### config.mk
export PLATFORM = sky130hd
export DESIGN_NAME = recovery_handler
export DESIGN_NICKNAME = d
export VERILOG_FILES = /design/src/hw/rec_pkg.sv /design/src/hw/recovery_handler.sv /design/src/hw/recovery_regs.sv /design/src/hw/recovery_transmitter.sv /design/src/hw/recovery_executor.sv /design/src/hw/recovery_receiver.sv /design/src/hw/recovery_pec.sv
export VERILOG_INCLUDE_DIRS = /design/src /design/src/hw
export SDC_FILE = /design/constraint.sdc
export NUM_CORES = 1
export LEC_CHECK = 0
export BUFFER_PORTS_ARGS = -buffer_cell sky130_fd_sc_hd__buf_4
export CAP_MARGIN = 20
export CORE_ASPECT_RATIO = 1.4
export CORE_UTILIZATION = 48
export CTS_CLUSTER_SIZE = 40
export DETAILED_ROUTE_END_ITERATION = 16
export PLACE_DENSITY_LB_ADDON = 0.1
export SLEW_MARGIN = 20
export SYNTH_ARGS = -nofsm -noshare
export SYNTH_HDL_FRONTEND = slang
export SYNTH_SLANG_ARGS = --single-unit
### constraint.sdc
create_clock -name clk_i -period 4.65 [get_ports clk_i]
set_input_delay 0.93 -clock clk_i [delete_from_list [all_inputs] [get_ports clk_i]]
set_output_delay 0.93 -clock clk_i [all_outputs]
set_load 0.02 [all_outputs]
### src/hw/rec_defines.svh
// Recovery handler constants: mode value, command range, sizes and Wishbone word map
`ifndef REC_DEFINES_SVH
`define REC_DEFINES_SVH

// DEVICE_STATUS[7:0] value that turns recovery on
`define REC_MODE_RECOVERY 8'd3

// Commands REC_CMD_BASE .. REC_CMD_BASE+7 map onto the registers
`define REC_CMD_BASE 8'h22
`define REC_NUM_REGS 8
`define REC_REG_BYTES 4

// CRC-8 polynomial of the PEC
`define REC_PEC_POLY 8'h07

// Wishbone word addresses
`define REC_WB_ADR_W 4
`define REC_ADR_STATUS 4'd0
`define REC_ADR_ERRCNT 4'd1
`define REC_ADR_REG0 4'd2

`endif
### src/hw/rec_pkg.sv
// Recovery handler types shared by the byte streams, the command path and Wishbone
`default_nettype none

`include "rec_defines.svh"

package rec_pkg;

  typedef logic [7:0] rec_byte_t;

  // Ready travels back as its own signal
  typedef struct packed {
    logic      valid;
    rec_byte_t data;
  } rec_stream_t;

  // Parsed packet, pay_cnt saturates at REC_REG_BYTES+1
  typedef struct packed {
    rec_byte_t   cmd;
    logic        is_rd;
    logic [15:0] len;
    logic [31:0] data;
    logic [2:0]  pay_cnt;
    logic        pec_ok;
  } rec_cmd_t;

  typedef struct packed {
    logic        valid;
    logic [2:0]  idx;
    logic [31:0] data;
    logic [3:0]  be;
  } rec_wr_t;

  // Length of a response is always REC_REG_BYTES
  typedef struct packed {
    logic        valid;
    logic [31:0] data;
  } rec_resp_t;

  typedef struct packed {
    logic                     cyc;
    logic                     stb;
    logic                     we;
    logic [`REC_WB_ADR_W-1:0] adr;
    logic [31:0]              dat;
  } rec_wb_req_t;

  typedef struct packed {
    logic        ack;
    logic [31:0] dat;
  } rec_wb_rsp_t;

endpackage

`default_nettype wire

### src/hw/recovery_handler.sv
// Recovery handler top, connects receiver, executor, transmitter and register file
`timescale 1ns/1ps
`default_nettype none

module recovery_handler (
  input  logic                 clk_i,
  input  logic                 rst_i,
  input  rec_pkg::rec_stream_t rx_i,
  output logic                 rx_ready_o,
  input  logic                 bus_start_i,
  input  logic                 bus_stop_i,
  output rec_pkg::rec_stream_t tx_o,
  input  logic                 tx_ready_i,
  input  rec_pkg::rec_wb_req_t wb_i,
  output rec_pkg::rec_wb_rsp_t wb_o
);

  logic               rec_enable;
  logic               cmd_valid;
  logic               cmd_ready;
  rec_pkg::rec_cmd_t  cmd;
  rec_pkg::rec_wr_t   wr;
  logic [2:0]         rd_idx;
  logic [31:0]        rd_data;
  rec_pkg::rec_resp_t resp;
  logic               resp_ready;
  logic               err_inc;

  // Packet parsing
  recovery_receiver xrecovery_receiver (
    .clk_i      (clk_i),
    .rst_i      (rst_i),
    .enable_i   (rec_enable),
    .rx_i       (rx_i),
    .bus_start_i(bus_start_i),
    .bus_stop_i (bus_stop_i),
    .cmd_ready_i(cmd_ready),
    .rx_ready_o (rx_ready_o),
    .cmd_valid_o(cmd_valid),
    .cmd_o      (cmd)
  );

  recovery_executor xrecovery_executor (
    .clk_i       (clk_i),
    .rst_i       (rst_i),
    .enable_i    (rec_enable),
    .cmd_valid_i (cmd_valid),
    .cmd_i       (cmd),
    .resp_ready_i(resp_ready),
    .rd_data_i   (rd_data),
    .cmd_ready_o (cmd_ready),
    .wr_o        (wr),
    .rd_idx_o    (rd_idx),
    .resp_o      (resp),
    .err_inc_o   (err_inc)
  );

  // Response path
  recovery_transmitter xrecovery_transmitter (
    .clk_i       (clk_i),
    .rst_i       (rst_i),
    .enable_i    (rec_enable),
    .resp_i      (resp),
    .tx_ready_i  (tx_ready_i),
    .resp_ready_o(resp_ready),
    .tx_o        (tx_o)
  );

  recovery_regs xrecovery_regs (
    .clk_i       (clk_i),
    .rst_i       (rst_i),
    .wb_i        (wb_i),
    .wr_i        (wr),
    .rd_idx_i    (rd_idx),
    .err_inc_i   (err_inc),
    .wb_o        (wb_o),
    .rd_data_o   (rd_data),
    .rec_enable_o(rec_enable)
  );

endmodule

`default_nettype wire

### src/hw/recovery_regs.sv
// Recovery register file, Wishbone classic slave for DEVICE_STATUS, ERR_COUNT and the registers
`timescale 1ns/1ps
`default_nettype none

`include "rec_defines.svh"

module recovery_regs (
  input  logic                 clk_i,
  input  logic                 rst_i,
  input  rec_pkg::rec_wb_req_t wb_i,
  input  rec_pkg::rec_wr_t     wr_i,
  input  logic [2:0]           rd_idx_i,
  input  logic                 err_inc_i,
  output rec_pkg::rec_wb_rsp_t wb_o,
  output logic [31:0]          rd_data_o,
  output logic                 rec_enable_o
);

  logic [31:0]              status_q;
  logic [31:0]              errcnt_q;
  logic [31:0]              regs_q [`REC_NUM_REGS];
  logic                     ack_q;
  logic [31:0]              rdat_q;
  logic [31:0]              rdat_d;
  logic                     wb_req;
  logic                     wb_wr;
  logic [`REC_WB_ADR_W-1:0] reg_off;
  logic                     adr_is_reg;
  logic                     wb_reg_we;

  // Ack goes high once, one cycle after the request is seen
  assign wb_req = wb_i.cyc && wb_i.stb && !ack_q;
  assign wb_wr = wb_req && wb_i.we;

  // STATUS and ERRCNT wrap to large offsets here
  assign reg_off = wb_i.adr - `REC_ADR_REG0;
  assign adr_is_reg = reg_off < `REC_WB_ADR_W'(`REC_NUM_REGS);

  // Executor takes the register on a same-cycle clash
  assign wb_reg_we = wb_wr && adr_is_reg && !(wr_i.valid && (wr_i.idx == reg_off[2:0]));

  always_comb begin
    case (wb_i.adr)
      `REC_ADR_STATUS: rdat_d = status_q;
      `REC_ADR_ERRCNT: rdat_d = errcnt_q;
      default:         rdat_d = adr_is_reg ? regs_q[reg_off[2:0]] : '0;
    endcase
  end

  always_ff @(posedge clk_i) begin
    if (rst_i) begin
      status_q <= '0;
      errcnt_q <= '0;
      ack_q    <= 1'b0;
      for (int r = 0; r < `REC_NUM_REGS; r++) begin
        regs_q[r] <= '0;
      end
    end else begin
      ack_q <= wb_req;
      // ERR_COUNT is read only
      if (wb_wr && (wb_i.adr == `REC_ADR_STATUS)) begin
        status_q <= wb_i.dat;
      end
      if (err_inc_i) begin
        errcnt_q <= errcnt_q + 32'd1;
      end
      if (wb_reg_we) begin
        regs_q[reg_off[2:0]] <= wb_i.dat;
      end
      if (wr_i.valid) begin
        for (int b = 0; b < `REC_REG_BYTES; b++) begin
          if (wr_i.be[b]) begin
            regs_q[wr_i.idx][8*b +: 8] <= wr_i.data[8*b +: 8];
          end
        end
      end
    end
  end

  always_ff @(posedge clk_i) begin
    if (wb_req) begin
      rdat_q <= rdat_d;
    end
  end

  assign wb_o.ack = ack_q;
  assign wb_o.dat = rdat_q;
  assign rd_data_o = regs_q[rd_idx_i];
  assign rec_enable_o = (status_q[7:0] == `REC_MODE_RECOVERY);

endmodule

`default_nettype wire

### src/hw/recovery_transmitter.sv
// Recovery transmitter, sends length, register bytes and PEC of a read response
`timescale 1ns/1ps
`default_nettype none

`include "rec_defines.svh"

module recovery_transmitter (
  input  logic                 clk_i,
  input  logic                 rst_i,
  input  logic                 enable_i,
  input  rec_pkg::rec_resp_t   resp_i,
  input  logic                 tx_ready_i,
  output logic                 resp_ready_o,
  output rec_pkg::rec_stream_t tx_o
);

  // Two length bytes, the data bytes, then the PEC
  localparam logic [2:0] LastIdx = 3'(`REC_REG_BYTES + 2);

  logic               busy_q;
  logic [2:0]         cnt_q;
  logic [31:0]        data_q;
  logic [1:0]         lane;
  logic               accept;
  logic               tx_fire;
  rec_pkg::rec_byte_t byte_d;
  rec_pkg::rec_byte_t crc;

  assign resp_ready_o = enable_i && !busy_q;
  assign accept = resp_i.valid && resp_ready_o;
  assign tx_fire = busy_q && tx_ready_i;
  assign lane = 2'(cnt_q - 3'd2);

  // Byte select, stable while the counter waits for ready
  always_comb begin
    case (cnt_q)
      3'd0:    byte_d = 8'(`REC_REG_BYTES);
      3'd1:    byte_d = '0;
      LastIdx: byte_d = crc;
      default: byte_d = data_q[8*lane +: 8];
    endcase
  end

  recovery_pec xtx_pec (
    .clk_i  (clk_i),
    .rst_i  (rst_i),
    .clear_i(accept || !enable_i),
    .en_i   (tx_fire && (cnt_q != LastIdx)),
    .data_i (byte_d),
    .crc_o  (crc)
  );

  always_ff @(posedge clk_i) begin
    if (rst_i || !enable_i) begin
      busy_q <= 1'b0;
      cnt_q  <= '0;
    end else if (accept) begin
      busy_q <= 1'b1;
      cnt_q  <= '0;
    end else if (tx_fire) begin
      if (cnt_q == LastIdx) begin
        busy_q <= 1'b0;
      end
      cnt_q <= cnt_q + 3'd1;
    end
  end

  always_ff @(posedge clk_i) begin
    if (accept) begin
      data_q <= resp_i.data;
    end
  end

  assign tx_o.valid = busy_q;
  assign tx_o.data = byte_d;

endmodule

`default_nettype wire

### src/hw/recovery_executor.sv
// Recovery executor, validates commands, commits writes, starts read responses, counts errors
`timescale 1ns/1ps
`default_nettype none

`include "rec_defines.svh"

module recovery_executor (
  input  logic               clk_i,
  input  logic               rst_i,
  input  logic               enable_i,
  input  logic               cmd_valid_i,
  input  rec_pkg::rec_cmd_t  cmd_i,
  input  logic               resp_ready_i,
  input  logic [31:0]        rd_data_i,
  output logic               cmd_ready_o,
  output rec_pkg::rec_wr_t   wr_o,
  output logic [2:0]         rd_idx_o,
  output rec_pkg::rec_resp_t resp_o,
  output logic               err_inc_o
);

  rec_pkg::rec_byte_t cmd_off;
  logic               in_range;
  logic               len_ok;
  logic               wr_ok;
  logic [4:0]         be_full;
  logic               accept;
  logic               wr_vld_q;
  logic [2:0]         idx_q;
  logic [31:0]        wr_data_q;
  logic [3:0]         be_q;
  logic               fetch_q;
  logic               resp_vld_q;
  logic [31:0]        resp_data_q;
  logic               err_q;

  // No new command while a read is still in flight
  assign cmd_ready_o = enable_i && !fetch_q && !resp_vld_q;
  assign accept = cmd_valid_i && cmd_ready_o;

  // Codes below the base wrap around and fall out of range
  assign cmd_off = cmd_i.cmd - `REC_CMD_BASE;
  assign in_range = cmd_off < 8'(`REC_NUM_REGS);
  assign len_ok = (cmd_i.len >= 16'd1) && (cmd_i.len <= 16'(`REC_REG_BYTES)) &&
                  (16'(cmd_i.pay_cnt) == cmd_i.len);
  assign wr_ok = cmd_i.pec_ok && in_range && len_ok;

  // Lanes 0 .. len-1
  assign be_full = (5'd1 << cmd_i.len[2:0]) - 5'd1;

  always_ff @(posedge clk_i) begin
    if (rst_i || !enable_i) begin
      wr_vld_q   <= 1'b0;
      fetch_q    <= 1'b0;
      resp_vld_q <= 1'b0;
      err_q      <= 1'b0;
    end else begin
      wr_vld_q <= accept && !cmd_i.is_rd && wr_ok;
      fetch_q  <= accept && cmd_i.is_rd && in_range;
      err_q    <= accept && !(cmd_i.is_rd ? in_range : wr_ok);
      if (fetch_q) begin
        resp_vld_q <= 1'b1;
      end else if (resp_vld_q && resp_ready_i) begin
        resp_vld_q <= 1'b0;
      end
    end
  end

  always_ff @(posedge clk_i) begin
    if (accept) begin
      idx_q     <= cmd_off[2:0];
      wr_data_q <= cmd_i.data;
      be_q      <= be_full[3:0];
    end
    // Register read returns in the cycle after accept
    if (fetch_q) begin
      resp_data_q <= rd_data_i;
    end
  end

  assign wr_o.valid = wr_vld_q;
  assign wr_o.idx = idx_q;
  assign wr_o.data = wr_data_q;
  assign wr_o.be = be_q;
  assign rd_idx_o = idx_q;
  assign resp_o.valid = resp_vld_q;
  assign resp_o.data = resp_data_q;
  assign err_inc_o = err_q;

endmodule

`default_nettype wire

### src/hw/recovery_receiver.sv
// Recovery receiver, parses framed packets from the byte stream and checks their PEC
`timescale 1ns/1ps
`default_nettype none

`include "rec_defines.svh"

module recovery_receiver (
  input  logic                 clk_i,
  input  logic                 rst_i,
  input  logic                 enable_i,
  input  rec_pkg::rec_stream_t rx_i,
  input  logic                 bus_start_i,
  input  logic                 bus_stop_i,
  input  logic                 cmd_ready_i,
  output logic                 rx_ready_o,
  output logic                 cmd_valid_o,
  output rec_pkg::rec_cmd_t    cmd_o
);

  localparam logic [2:0] MaxPay = 3'(`REC_REG_BYTES);

  typedef enum logic [2:0] {
    ST_IDLE,
    ST_CMD,
    ST_LEN_L,
    ST_LEN_H,
    ST_DATA
  } state_e;

  state_e             state_q;
  rec_pkg::rec_byte_t cmd_byte_q;
  logic [15:0]        len_q;
  logic [31:0]        pay_q;
  logic [2:0]         pay_cnt_q;
  rec_pkg::rec_byte_t held_q;
  logic               held_vld_q;
  logic               cmd_valid_q;
  rec_pkg::rec_cmd_t  cmd_q;
  rec_pkg::rec_byte_t pec_data;
  rec_pkg::rec_byte_t crc;
  logic               rx_fire;
  logic               pec_en;
  logic               emit_wr;
  logic               emit_rd;

  // Bus conditions take priority over a byte in the same cycle
  assign rx_ready_o = !cmd_valid_q;
  assign rx_fire = rx_i.valid && rx_ready_o && !bus_start_i && !bus_stop_i;
  assign emit_wr = bus_stop_i && (state_q == ST_DATA);
  // Repeated start right after the command byte is a read request
  assign emit_rd = bus_start_i && !bus_stop_i && (state_q == ST_LEN_L);

  // The last data byte may be the PEC, so it is only folded once the next one arrives
  assign pec_data = (state_q == ST_DATA) ? held_q : rx_i.data;
  assign pec_en = rx_fire && ((state_q == ST_CMD) || (state_q == ST_LEN_L) ||
                              (state_q == ST_LEN_H) || (state_q == ST_DATA && held_vld_q));

  recovery_pec xrx_pec (
    .clk_i  (clk_i),
    .rst_i  (rst_i),
    .clear_i(bus_start_i || !enable_i),
    .en_i   (pec_en),
    .data_i (pec_data),
    .crc_o  (crc)
  );

  always_ff @(posedge clk_i) begin
    if (rst_i || !enable_i) begin
      state_q     <= ST_IDLE;
      held_vld_q  <= 1'b0;
      pay_cnt_q   <= '0;
      cmd_valid_q <= 1'b0;
    end else begin
      if (cmd_valid_q && cmd_ready_i) begin
        cmd_valid_q <= 1'b0;
      end
      if (emit_wr || emit_rd) begin
        cmd_valid_q <= 1'b1;
      end
      if (bus_stop_i) begin
        state_q <= ST_IDLE;
      end else if (bus_start_i) begin
        state_q    <= ST_CMD;
        held_vld_q <= 1'b0;
        pay_cnt_q  <= '0;
      end else if (rx_fire) begin
        case (state_q)
          ST_CMD:   state_q <= ST_LEN_L;
          ST_LEN_L: state_q <= ST_LEN_H;
          ST_LEN_H: state_q <= ST_DATA;
          ST_DATA: begin
            held_vld_q <= 1'b1;
            // Saturate one past the register width
            if (held_vld_q && pay_cnt_q <= MaxPay) begin
              pay_cnt_q <= pay_cnt_q + 3'd1;
            end
          end
          default: ;
        endcase
      end
    end
  end

  // Field staging
  always_ff @(posedge clk_i) begin
    if (rx_fire) begin
      case (state_q)
        ST_CMD:   cmd_byte_q <= rx_i.data;
        ST_LEN_L: len_q[7:0] <= rx_i.data;
        ST_LEN_H: len_q[15:8] <= rx_i.data;
        ST_DATA: begin
          held_q <= rx_i.data;
          if (held_vld_q && pay_cnt_q < MaxPay) begin
            pay_q[8*pay_cnt_q[1:0] +: 8] <= held_q;
          end
        end
        default: ;
      endcase
    end
    if (emit_wr) begin
      cmd_q.cmd     <= cmd_byte_q;
      cmd_q.is_rd   <= 1'b0;
      cmd_q.len     <= len_q;
      cmd_q.data    <= pay_q;
      cmd_q.pay_cnt <= pay_cnt_q;
      cmd_q.pec_ok  <= held_vld_q && (held_q == crc);
    end else if (emit_rd) begin
      // A read request carries no PEC
      cmd_q.cmd     <= cmd_byte_q;
      cmd_q.is_rd   <= 1'b1;
      cmd_q.len     <= '0;
      cmd_q.data    <= '0;
      cmd_q.pay_cnt <= '0;
      cmd_q.pec_ok  <= 1'b0;
    end
  end

  assign cmd_valid_o = cmd_valid_q;
  assign cmd_o = cmd_q;

endmodule

`default_nettype wire

### src/hw/recovery_pec.sv
// Recovery PEC, running CRC-8 over the bytes it is handed
`timescale 1ns/1ps
`default_nettype none

`include "rec_defines.svh"

module recovery_pec (
  input  logic               clk_i,
  input  logic               rst_i,
  input  logic               clear_i,
  input  logic               en_i,
  input  rec_pkg::rec_byte_t data_i,
  output rec_pkg::rec_byte_t crc_o
);

  rec_pkg::rec_byte_t crc_q;

  // MSB first, one byte per call
  function automatic rec_pkg::rec_byte_t crc_fold(input rec_pkg::rec_byte_t crc,
                                                  input rec_pkg::rec_byte_t data);
    rec_pkg::rec_byte_t c;
    c = crc ^ data;
    for (int i = 0; i < 8; i++) begin
      c = c[7] ? ((c << 1) ^ `REC_PEC_POLY) : (c << 1);
    end
    return c;
  endfunction

  always_ff @(posedge clk_i) begin
    if (rst_i || clear_i) begin
      crc_q <= '0;
    end else if (en_i) begin
      crc_q <= crc_fold(crc_q, data_i);
    end
  end

  assign crc_o = crc_q;

endmodule

`default_nettype wire

==> impl_summary.md <==
Placed design
The global placer's final weighted congestion is 0.9339. Port buffering added 95 buffers. Summing all placed instances gives a cell area of 30910 um2. Detailed placement finished with a half-perimeter wire length of 63250 um. The pre-CTS worst setup slack is 1.021 ns.

Worst setup path
The critical path endpoint is tx_o[5]. The destination of the worst register-to-register timing path is xrecovery_transmitter.xtx_pec.crc_o[3]. The source of the critical timing path is xrecovery_transmitter.cnt_q[0].

Together, buffers and inverters on the worst path number 2. The critical path in this run is classified as reg2out. The register-to-register path setup slack is 1.03 ns. The peak per-stage delay on the critical path is 0.71 ns. The slowest stage of the critical path is the sky130_fd_sc_hd__dfxtp_1 cell. The beginning of the worst register-to-register path is xrecovery_transmitter.cnt_q[0].

The top fanout value on the critical path is 11. The arrival time of the worst setup path is 3.23 ns. Walking the worst path, the cells encountered are inv_1 -> ha_1 -> o21bai_1 -> and2_0 -> nand2_1 -> nand2_1 -> buf_4.

For the worst setup path, the data required time is 3.72 ns. STA classifies the critical path startpoint as a flip-flop. The kind of cell with the highest combined delay on the critical path is flip-flops.

The number of stages on the worst setup path is 7. The endpoint type of the worst setup path is a primary output. The most repeated library cell on the critical path is sky130_fd_sc_hd__nand2_1.

The worst register-to-register path has a depth of 9.

Synthesis
The post-synthesis instance area is 29550 um2. During synthesis, Yosys emitted a total of 0 warnings. The leading cell type by number of instances after synthesis is sky130_fd_sc_hd__nand2_1. The synthesized design devotes to its leading area cell type 52.33% of total area. Synthesis produced a netlist with a net count of 2750. The cell taking the most area after synthesis is sky130_fd_sc_hd__edfxtp_1.

The synthesized flop and latch total is 613. The most frequently used flop master after synthesis is sky130_fd_sc_hd__edfxtp_1. Counting flops with a built-in enable in the synthesized netlist gives 515. The gate count after technology mapping is 2680. The count of different cell masters after synthesis is 61. Summing the sequential cell areas from Yosys gives 58.97% of the chip area.

After synthesis, the mean cell area works out to 11.03 um2. The async set-or-reset flop fraction in the synthesized netlist is 0%. Ranked by instance count, the synthesized netlist is headed by sky130_fd_sc_hd__nand2_1, sky130_fd_sc_hd__edfxtp_1, sky130_fd_sc_hd__o21ai_0.

Yosys attributes the largest share of cell area to sky130_fd_sc_hd__edfxtp_1, sky130_fd_sc_hd__nand2_1, sky130_fd_sc_hd__dfxtp_1.

Final layout
The number of filler instances in the final layout is 5187. The flip-flop count of the largest register, all copies and words added is 256. With fillers left out, the area of the finished cells amounts to 32800 um2. Relative to the synthesized area, the layout overhead comes to 11.00%.

The layout cell share with drive strength beyond 1 is 13.25%. The number of nets at the end of the flow is 2744. For this run, the share of the core covered by cells in the final layout is 53.85%. The register with the most flip-flops is xrecovery_regs.regs_q.

Clock network
CTS placed an instance of sky130_fd_sc_hd__clkbuf_16 at the clock tree root. The clock buffer count from CTS is 60. The number of clock sinks seen by CTS is 613. Buffers inserted to repair hold after CTS numbered 0. The clock tree from TritonCTS is built. The largest buffer count on any clock path is 3.

The post-cts gate resize count is 0. The H-tree generated during clock tree synthesis spans 2 levels. The clock edge transition at the registers on the reported setup and hold paths is 0.07 ns. After clock tree synthesis, the setup repair step added 0 buffers. For the worst-skew pair, the clock arrives at the later sink with an insertion delay of 0.63 ns.

Floorplan
For this configuration, the core starts out at a cell density of 48.52%. From bottom edge to top edge, the die measures 295.6 um. The area of the die is 62580 um2. In this run the core area contains 107 standard-cell rows. The floorplan step set the die width to 211.7 um. The core outline area is 60910 um2. 96 I/O pins were placed.

Detailed routing
The final route contains 21320 vias. The DRC marker count from the first detailed-route iteration is 2332. The first detailed-routing pass took 7 iterations.

The routed via count divided by cell count is 6.020. The average wire per standard cell is 25.15 um. In this run the remaining antenna-violating nets after routing total 0.

For this run, design rule violations remaining after detail routing come to 0. The total length of routed wires is 89070 um.

Timing
For the pin with the worst max-slew slack, the measured transition is 1.050 ns. The worst clock skew on the final layout is 0.01712 ns. The max-slew headroom at the worst pin is 29.98%. Adding up every negative setup slack in the final design gives 0 ns. The count of final hold-check violations is 0.

The setup-violating endpoint count in the final report is 0. For this run, the top clock speed supported by timing is 0.2405 GHz. Setup slack closes at 0.4927 ns. The routed design could run at a clock period as short as 4.157 ns. The final max-slew violation count is 0. Setup repair after global routing left no endpoint under its margin. The final critical path takes up 89.40% of the cycle.

Power and ir drop
The power per unit of standard cell area is 347.9 nW/um2. VDD sags by at most 0.0003038 V. The analysis attributes to cell leakage a power of 0.01109 uW.

Global routing
In the global route stage, met1 resource usage came out at 35.78%. The leftover overflow at the end of global routing is 0. The number of global-route vias before repair was 20320. met2 is the most crowded layer. In the global route stage, met3 resource usage came out at 4.738%. The total global-route track usage is 28.57%. The first global-routing pass estimated 130400 um of wire. The maximum number of pins on one net before global-route repair is 70.

The initial antenna violation count came to 2. The global-route track usage on met2 is 48.88%.

Run status
The flow ran to the end, and the final reports show no timing, DRC or antenna violations.

Min path
The tightest min-delay check is of the reg2reg type.

Run
The number of violations of the max-capacitance limit is 0.
==> cell usage in the layout (no fill, tap or decap), types with 3 or more instances in the layout <==
cell | synthesis | routed
sky130_fd_sc_hd__xnor3_1 | 3 | 3
sky130_fd_sc_hd__a21o_1 | 3 | 3
sky130_fd_sc_hd__clkbuf_16 | 0 | 61
sky130_fd_sc_hd__edfxtp_1 | 515 | 515
sky130_fd_sc_hd__o21ai_0 | 308 | 308
sky130_fd_sc_hd__nand4_1 | 46 | 46
sky130_fd_sc_hd__a31oi_1 | 5 | 5
sky130_fd_sc_hd__mux4_2 | 70 | 70
sky130_fd_sc_hd__nor3b_1 | 6 | 3
sky130_fd_sc_hd__nor3b_2 | 3 | 5
sky130_fd_sc_hd__a21oi_1 | 54 | 52
sky130_fd_sc_hd__nor3_1 | 19 | 18
sky130_fd_sc_hd__a211oi_1 | 4 | 4
sky130_fd_sc_hd__or3_1 | 45 | 45
sky130_fd_sc_hd__inv_6 | 0 | 4
sky130_fd_sc_hd__a22oi_1 | 160 | 160
sky130_fd_sc_hd__inv_1 | 22 | 22
sky130_fd_sc_hd__clkinv_2 | 0 | 7
sky130_fd_sc_hd__and3_1 | 61 | 60
sky130_fd_sc_hd__ha_1 | 17 | 16
sky130_fd_sc_hd__clkinv_1 | 0 | 7
sky130_fd_sc_hd__nand3_1 | 28 | 28
sky130_fd_sc_hd__xor2_1 | 33 | 33
sky130_fd_sc_hd__nor4_1 | 9 | 7
sky130_fd_sc_hd__clkbuf_1 | 183 | 16
sky130_fd_sc_hd__buf_12 | 0 | 3
sky130_fd_sc_hd__or2_2 | 5 | 5
sky130_fd_sc_hd__nand3b_1 | 6 | 6
sky130_fd_sc_hd__nor2_1 | 100 | 98
sky130_fd_sc_hd__clkinv_4 | 0 | 4
sky130_fd_sc_hd__nor2b_1 | 7 | 7
sky130_fd_sc_hd__xnor2_1 | 43 | 43
sky130_fd_sc_hd__buf_4 | 37 | 166
sky130_fd_sc_hd__clkinvlp_4 | 0 | 9
sky130_fd_sc_hd__mux2i_1 | 46 | 46
sky130_fd_sc_hd__bufinv_16 | 0 | 3
sky130_fd_sc_hd__nand2_1 | 634 | 634
sky130_fd_sc_hd__and2_1 | 58 | 57
sky130_fd_sc_hd__dfxtp_1 | 98 | 98
sky130_fd_sc_hd__nor4_2 | 1 | 3
==> final cells by class <==
| type | instances | area (um2) | share of cell area [%] |
|---|---|---|---|
| clock buffer | 78 | 1600 | 4.878 |
| tap | 817 | 1022 | 3.116 |
| inverter | 22 | 82.58 | 0.2517 |
| timing repair buffer | 169 | 1306 | 3.982 |
| sequential | 613 | 17430 | 53.12 |
| antenna | 1 | 2.502 | 0.007628 |
| clock inverter | 34 | 289.0 | 0.8811 |
| multi-input combinational | 1808 | 11070 | 33.76 |
==> cell families after synthesis <==
group | after synthesis | synth area share [%]
flops | 613 | 58.97
fa+ha+maj | 17 | 0.7197
xor+xnor | 79 | 2.481
buf+inv | 259 | 3.802
mux | 119 | 7.121
compound gates | 550 | 10.99
simple gates | 1043 | 15.91
==> where the power goes <==
group / switching (uW) / internal, uW / leakage (uW) / total, uW
sequential: 82.4 / 6030 / 0.00606 / 6110
combinational: 346 / 205 / 0.00414 / 551
clock: 2140 / 2610 / 0.000894 / 4750
total: 2570 / 8840 / 0.0111 / 11400
==> worst min path at each step <==
stage	startpoint	endpoint	slack, ns	cells after the start
6_report	xrecovery_receiver.cmd_o[9]	xrecovery_executor.wr_data_q[5]	0.41	0
5_1_grt	xrecovery_receiver.cmd_o[32]	xrecovery_executor.wr_data_q[28]	0.42	0
4_1_cts	xrecovery_receiver.cmd_o[9]	xrecovery_executor.wr_data_q[5]	0.42	0
3_5_place_dp	xrecovery_receiver.cmd_o[22]	xrecovery_executor.wr_data_q[18]	0.40	0
3_3_place_gp	xrecovery_receiver.cmd_o[4]	xrecovery_executor.wr_data_q[0]	0.40	0
2_1_floorplan	xrecovery_receiver.cmd_o[53]	xrecovery_executor.rd_idx_o[0]	0.40	0
==> per-layer routing <==
metal,vias up,part of all wire [%]
met4,4,4.1
li1,9697,-
met2,1083,50
met3,223,8.0
met5,-,0.043
met1,10320,38
==> through the flow <==
| stage | hold slack, ns | total power (uW) | std cells |
|---|---|---|---|
| finish | 0.4134 | 11410 | 3542 |
| global route | 0.4221 | 11700 | 3541 |
| CTS | 0.4174 | 11470 | 3541 |
| detailed placement | 0.4045 | 6775 | 3429 |
| global placement | 0.4016 | 6768 | 3429 |
| floorplan | 0.4003 | 6516 | 2680 |
(Power assumes the default switching activity.)
